[src/attn_pkg.sv]
package attn_pkg;

    // q4.4 signed score, also the running max
    typedef logic signed [7:0] score_t;
    // non-negative score difference in q4.4
    typedef logic [7:0] diff_t;
    // q1.8 weight, 256 is one
    typedef logic [8:0] weight_t;
    // integer value element
    typedef logic signed [7:0] value_t;
    // accumulator element with 8 fraction bits
    typedef logic signed [23:0] acc_t;

    // struct width, top must match
    parameter int max_dim = 4;

    typedef enum logic [1:0] {
        st_idle,
        st_accum,
        st_hold
    } ctrl_state_t;

    // o elements in the upper bits, l at the bottom
    typedef struct packed {
        acc_t [max_dim-1:0] o;
        acc_t               l;
    } softmax_result_t;

    // round(256 * 2^(-f/16))
    function automatic weight_t exp2_frac_lut(input logic [3:0] frac);
        weight_t w;
        case (frac)
            4'd0:    w = 9'd256;
            4'd1:    w = 9'd245;
            4'd2:    w = 9'd235;
            4'd3:    w = 9'd225;
            4'd4:    w = 9'd215;
            4'd5:    w = 9'd206;
            4'd6:    w = 9'd197;
            4'd7:    w = 9'd189;
            4'd8:    w = 9'd181;
            4'd9:    w = 9'd173;
            4'd10:   w = 9'd166;
            4'd11:   w = 9'd159;
            4'd12:   w = 9'd152;
            4'd13:   w = 9'd146;
            4'd14:   w = 9'd140;
            default: w = 9'd134;
        endcase
        return w;
    endfunction

endpackage
[src/online_softmax_top.sv]
`timescale 1ns/1ps

module online_softmax_top
    import attn_pkg::*;
#(
    parameter int dim     = 4,
    parameter int seq_len = 8
) (
    input  logic             clk,
    input  logic             rst,
    input  logic             vld_in,
    input  logic             rdy_in,
    input  score_t           score,
    input  value_t [dim-1:0] value_vec,
    output logic             rdy_out,
    output logic             vld_out,
    output softmax_result_t  result
);

    // struct width is fixed in the package
    if (dim != max_dim) begin : g_dim_check
        $error("dim must equal attn_pkg::max_dim");
    end

    logic             accept;
    logic             first;
    diff_t            diff_old;
    diff_t            diff_new;
    weight_t          w_old;
    weight_t          w_new;
    acc_t [dim-1:0]   o_vec;
    acc_t             l_sum;

    online_softmax_ctrl #(
        .seq_len (seq_len)
    ) u_ctrl (
        .clk     (clk),
        .rst     (rst),
        .vld_in  (vld_in),
        .rdy_in  (rdy_in),
        .rdy_out (rdy_out),
        .vld_out (vld_out),
        .accept  (accept),
        .first   (first)
    );

    score_max_tracker u_max (
        .clk      (clk),
        .rst      (rst),
        .accept   (accept),
        .first    (first),
        .score    (score),
        .diff_old (diff_old),
        .diff_new (diff_new)
    );

    // rescale factor for the old sums
    exp2_weight u_exp_old (
        .diff   (diff_old),
        .weight (w_old)
    );

    // weight of the incoming key
    exp2_weight u_exp_new (
        .diff   (diff_new),
        .weight (w_new)
    );

    expmul_stage #(
        .dim (dim)
    ) u_expmul (
        .clk       (clk),
        .rst       (rst),
        .accept    (accept),
        .first     (first),
        .w_old     (w_old),
        .w_new     (w_new),
        .value_vec (value_vec),
        .o_vec     (o_vec),
        .l_sum     (l_sum)
    );

    // unnormalized o and l for the divider downstream
    assign result.o = o_vec;
    assign result.l = l_sum;

endmodule

[src/online_softmax_ctrl.sv]
`timescale 1ns/1ps

module online_softmax_ctrl
    import attn_pkg::*;
#(
    parameter int seq_len = 8
) (
    input  logic clk,
    input  logic rst,
    input  logic vld_in,
    input  logic rdy_in,
    output logic rdy_out,
    output logic vld_out,
    output logic accept,
    output logic first
);

    // counter wide enough for seq_len - 1
    localparam int cnt_w = (seq_len > 1) ? $clog2(seq_len) : 1;

    ctrl_state_t      state;
    // keys still to come in this row
    logic [cnt_w-1:0] cnt;

    // stall upstream while the result waits
    assign rdy_out = (state != st_hold);
    assign vld_out = (state == st_hold);

    // handshake strobe
    assign accept = vld_in && rdy_out;
    // idle accept opens a row
    assign first  = accept && (state == st_idle);

    always_ff @(posedge clk) begin
        if (rst) begin
            state <= st_idle;
            cnt   <= '0;
        end else begin
            case (state)
                st_idle: begin
                    if (accept) begin
                        if (seq_len == 1) begin
                            state <= st_hold;
                        end else begin
                            state <= st_accum;
                            cnt   <= cnt_w'(seq_len - 1);
                        end
                    end
                end
                st_accum: begin
                    if (accept) begin
                        // last key of the row
                        if (cnt == cnt_w'(1)) begin
                            state <= st_hold;
                        end
                        cnt <= cnt - 1'b1;
                    end
                end
                st_hold: begin
                    // result taken, next row may start
                    if (rdy_in) begin
                        state <= st_idle;
                    end
                end
                default: begin
                    state <= st_idle;
                    cnt   <= '0;
                end
            endcase
        end
    end

endmodule

[src/expmul_stage.sv]
`timescale 1ns/1ps

module expmul_stage
    import attn_pkg::*;
#(
    parameter int dim = 4
) (
    input  logic                 clk,
    input  logic                 rst,
    input  logic                 accept,
    input  logic                 first,
    input  weight_t              w_old,
    input  weight_t              w_new,
    input  value_t [dim-1:0]     value_vec,
    output acc_t   [dim-1:0]     o_vec,
    output acc_t                 l_sum
);

    // weights as signed operands
    logic signed [9:0]  w_old_s;
    logic signed [9:0]  w_new_s;
    // rescaled old terms, still with 8 extra fraction bits
    logic signed [33:0] old_prod [dim];
    // new key term, q.8 already
    logic signed [17:0] new_prod [dim];
    logic signed [33:0] l_old_prod;
    acc_t [dim-1:0]     o_next;
    acc_t               l_next;

    // first key of a row drops the old sums
    assign w_old_s = first ? '0 : $signed({1'b0, w_old});
    assign w_new_s = $signed({1'b0, w_new});

    always_comb begin
        for (int i = 0; i < dim; i++) begin
            old_prod[i] = w_old_s * o_vec[i];
            new_prod[i] = w_new_s * value_vec[i];
            // o = (w_old * o) >>> 8 + w_new * v
            o_next[i] = acc_t'(old_prod[i] >>> 8) + acc_t'(new_prod[i]);
        end
        l_old_prod = w_old_s * l_sum;
        // l = (w_old * l) >>> 8 + w_new
        l_next = acc_t'(l_old_prod >>> 8) + acc_t'({1'b0, w_new});
    end

    // all elements and l update together
    always_ff @(posedge clk) begin
        if (rst) begin
            o_vec <= '0;
            l_sum <= '0;
        end else if (accept) begin
            o_vec <= o_next;
            l_sum <= l_next;
        end
    end

endmodule

[src/exp2_weight.sv]
`timescale 1ns/1ps

module exp2_weight
    import attn_pkg::*;
(
    input  diff_t   diff,
    output weight_t weight
);

    // 2^(-d) = 2^(-frac) >> int
    logic [3:0] int_part;
    logic [3:0] frac_part;
    weight_t    lut_w;

    assign int_part  = diff[7:4];
    assign frac_part = diff[3:0];

    // fractional nibble from the table
    assign lut_w = exp2_frac_lut(frac_part);

    // integer nibble as a right shift
    // nine or more shifts empty the q1.8 word
    assign weight = lut_w >> int_part;

endmodule

[src/score_max_tracker.sv]
`timescale 1ns/1ps

module score_max_tracker
    import attn_pkg::*;
(
    input  logic   clk,
    input  logic   rst,
    input  logic   accept,
    input  logic   first,
    input  score_t score,
    output diff_t  diff_old,
    output diff_t  diff_new
);

    // running maximum of the row
    score_t            m_reg;
    score_t            m_cur;
    score_t            m_new;
    logic signed [9:0] d_old;
    logic signed [9:0] d_new;

    // first key compares against itself
    assign m_cur = first ? score : m_reg;
    assign m_new = (score > m_cur) ? score : m_cur;

    // m_new minus the old max and minus the score, never negative
    assign d_old = 10'(m_new) - 10'(m_cur);
    assign d_new = 10'(m_new) - 10'(score);

    // clamp to 8 bits
    assign diff_old = (d_old > 10'sd255) ? 8'hff : d_old[7:0];
    assign diff_new = (d_new > 10'sd255) ? 8'hff : d_new[7:0];

    always_ff @(posedge clk) begin
        if (rst) begin
            m_reg <= '0;
        end else if (accept) begin
            m_reg <= m_new;
        end
    end

endmodule

[config.mk]
export PLATFORM = sky130hd
export DESIGN_NAME = online_softmax_top
export DESIGN_NICKNAME = d
export VERILOG_FILES = /design/src/attn_pkg.sv /design/src/online_softmax_top.sv /design/src/online_softmax_ctrl.sv /design/src/expmul_stage.sv /design/src/exp2_weight.sv /design/src/score_max_tracker.sv
export SDC_FILE = /design/constraint.sdc
export NUM_CORES = 2
export LEC_CHECK = 0
export BUFFER_PORTS_ARGS = -buffer_cell sky130_fd_sc_hd__buf_4
export CAP_MARGIN = 5
export CELL_PAD_IN_SITES_DETAIL_PLACEMENT = 0
export CELL_PAD_IN_SITES_GLOBAL_PLACEMENT = 1
export CORE_UTILIZATION = 55
export DETAILED_ROUTE_END_ITERATION = 16
export GPL_TIMING_DRIVEN = 0
export PLACE_DENSITY = 0.95
export SLEW_MARGIN = 20
export SYNTH_ARGS = -nofsm -noshare
export SYNTH_HDL_FRONTEND = slang
export SYNTH_SLANG_ARGS = --single-unit
[constraint.sdc]
create_clock -name clk -period 61.3 [get_ports clk]
set_clock_uncertainty 0.1 [all_clocks]
set_input_delay 12.26 -clock clk [delete_from_list [all_inputs] [get_ports clk]]
set_output_delay 12.26 -clock clk [all_outputs]
set_load 0.01 [all_outputs]
==> results.ini <==
[run_status]
status=finished, final reports clean

[sta]
hold_viol=0
setup_tns_ps=0
finalSetupViolations=0
slew_headroom=0.152
worst_pin_slew_ps=1270
maxSlewViolCount=0
fmax_mhz=31.9
fin_crit_ps=31340
finalCritPeriodShare=0.511
rsz0062_at_grt=no

[synthesis]
ys_warn_count=0
synth-edff-count=0
avgSynthCellArea_um2=8.66
dominantRegCellSynth=dfxtp_1
synthDistinctLibCells=96
synthArstFlopShare=0
synth_nets=8229
netlist_area_um2=55600
synth-seq-area-share=0.0479
syn-instance-count=6427
ys_seq_elements=133

[die]
fp.dieW_um=320
io-pin-count=166
dieHeight_um=320
core_area_um2=100000
start_util=0.556
die_area_um2=102000
rows=116

[clocking]
post_cts_resized=0
clkTransAtPathRegs_ps=80
cts_setup_buffers=0
cts_tree=done
hold_buffers=0
clockBufferDepth=2
clk_latency_ps=550
cts_root_buffer=clkbuf_16
numCtsBuffers=17
cts.htree.levels=4
cts.sinks=133

[routing]
wl_per_cell_um=22.0
drc=0
drt_iter0_drc=3728
vias=44839
firstDrtPassIters=7
detail_route.vias_per_cell=5.65
wl_um=175000
final_antenna_net_count=0

[setup_path]
cp_top_family=adder cells
critPathSlowestCell=clkbuf_1
r2r-end=u_expmul.o_vec[47]
r2r_start=u_ctrl.state[0]
max_stage_delay_ps=720
cp_data_required_time_ps=61590
worstPathArrival_ps=31630
worst_path_most_repeated_cell=fa_1
r2r_setup_slack_ps=41500
end_kind=flip-flop
reg2regPathDepth=69
startpoint_type=input pin
critPathBufInv=15
worstSetupPathType=in -> reg
worstPathMaxFanout=10

[flow_run]
maxCapViolations=0

[cells_and_area]
n_fill_cell=8930
layout-drive-gt1-share=0.0431
largest_reg_flops=96
layout.nets=8401
area_growth_pct=6.40

[min_path]
holdCritPathClass=reg -> reg
min_delay_worst_endpoint=u_max.m_reg[3]
hold_depth=2
min_from=u_max.m_reg[3]

[global_routing]
antenna_found_initial=27
grt_max_degree=17
grt_usage=0.354
grt_pass1_wl_um=272000
grt_overflow=0
grt_pass1_vias=46319

[placed_design]
dp_hpwl_um=142000
numPortBuffers=147
gp_congestion=0.976

-- cell usage in the layout, fill, tap and decap left out, types with 32 or more instances in the layout --
| cell type | count |
|---|---|
| a211oi_1 | 34 |
| a21o_1 | 43 |
| a21oi_1 | 265 |
| and2_1 | 787 |
| buf_1 | 84 |
| buf_4 | 156 |
| clkbuf_1 | 216 |
| dfxtp_1 | 133 |
| fa_1 | 1089 |
| ha_1 | 669 |
| inv_1 | 1238 |
| nand2_1 | 810 |
| nand2b_1 | 32 |
| nand3_1 | 39 |
| nor2_1 | 183 |
| nor3_1 | 54 |
| o21ai_0 | 105 |
| o21bai_1 | 40 |
| xnor2_1 | 167 |
| xor2_1 | 70 |
-- worst max path at each step --
stage,endpoint,startpoint,cells after the start
floorplan,u_expmul.o_vec[47],vld_in,69
global placement,u_expmul.o_vec[47],vld_in,70
detailed placement,u_expmul.o_vec[47],vld_in,70
CTS,u_expmul.o_vec[47],vld_in,70
global route,u_expmul.o_vec[47],vld_in,70
finish,u_expmul.o_vec[47],vld_in,70
-- worst register-to-register path: cells and delay by family (launching register included) --
family                   cells  cell delay, ps
flip-flops                   1             300
AO/OA/AOI/OAI               27            6200
AND/OR/NAND/NOR              9            1980
buffers and inverters       14            2940
XOR/XNOR                     2             530
adder cells (fa/ha/maj)     15            6660
multiplexers                 2             950
-- synth_stat cells (9+ instances only) --
cell	number	area, µm²
inv_1	1238	4650
fa_1	1089	21800
nand2_1	810	3040
and2_1	787	4920
ha_1	669	8370
a21oi_1	266	1330
clkbuf_1	231	867
nor2_1	185	694
xnor2_1	168	1470
dfxtp_1	133	2660
o21ai_0	106	531
buf_1	87	327
xor2_1	70	613
nor3_1	55	275
a21o_1	43	323
o21bai_1	40	300
nand3_1	39	195
a211oi_1	35	263
nand2b_1	32	200
nor2b_1	28	175
and3_1	27	169
o21a_1	24	180
nand4_1	18	113
mux2i_1	15	150
o211ai_1	13	97.6
a21boi_0	12	90.1
or2_2	12	75.1
a31oi_1	11	68.8
a211o_1	9	78.8
o31ai_1	9	67.6
-- area by class of cell --
class                      instances  area (µm²)  share of cell area
multi-input combinational       4719       47100               0.795
buffer                           337        1340              0.0227
clock inverter                    12         166             0.00281
antenna                           26        65.1             0.00110
timing repair buffer             153        1160              0.0197
clock buffer                      20         457             0.00771
tap                             1298        1620              0.0274
inverter                        1238        4650              0.0785
sequential                       133        2660              0.0450
-- cell families (layout without fill, tap and decap cells) --
family	count (synthesis)	count (layout)	share of synthesized area
and+or+nand+nor	2037	2037	0.184
adders and majority gates	1758	1758	0.542
buffers and inverters	1575	1760	0.107
AOI/OAI and AO/OA	661	661	0.0759
xor gates and xnor gates	242	242	0.0388
DFF	133	133	0.0479
muxes	21	21	0.00391
other	0	26	0
-- metrics by stage --
stage          cell area, µm²  setup WS (ps)  hold WS [ps]   util  instances
2_1_floorplan           55600          33460           336      -       6427
4_1_cts                 59100          30240           357  0.590       7910
6_report                59200          29960           356  0.591       7936
3_3_place_gp            58400          29990           342  0.583       7872
3_5_place_dp            58500          29700           347  0.584       7878
5_1_grt                 59200          29040           387  0.591       7924
-- routing by layer --
metal | GRT usage | wire, µm | up-vias
met5 | 0 | 80 | -
met4 | 0.214 | 11400 | 10
met3 | 0.0855 | 16800 | 435
met2 | 0.544 | 78000 | 1905
met1 | 0.454 | 68500 | 22498
li1 | - | - | 19991
Power is not shown: default switching activity piles up to over one toggle a cycle in this logic, so the estimate is an artifact.
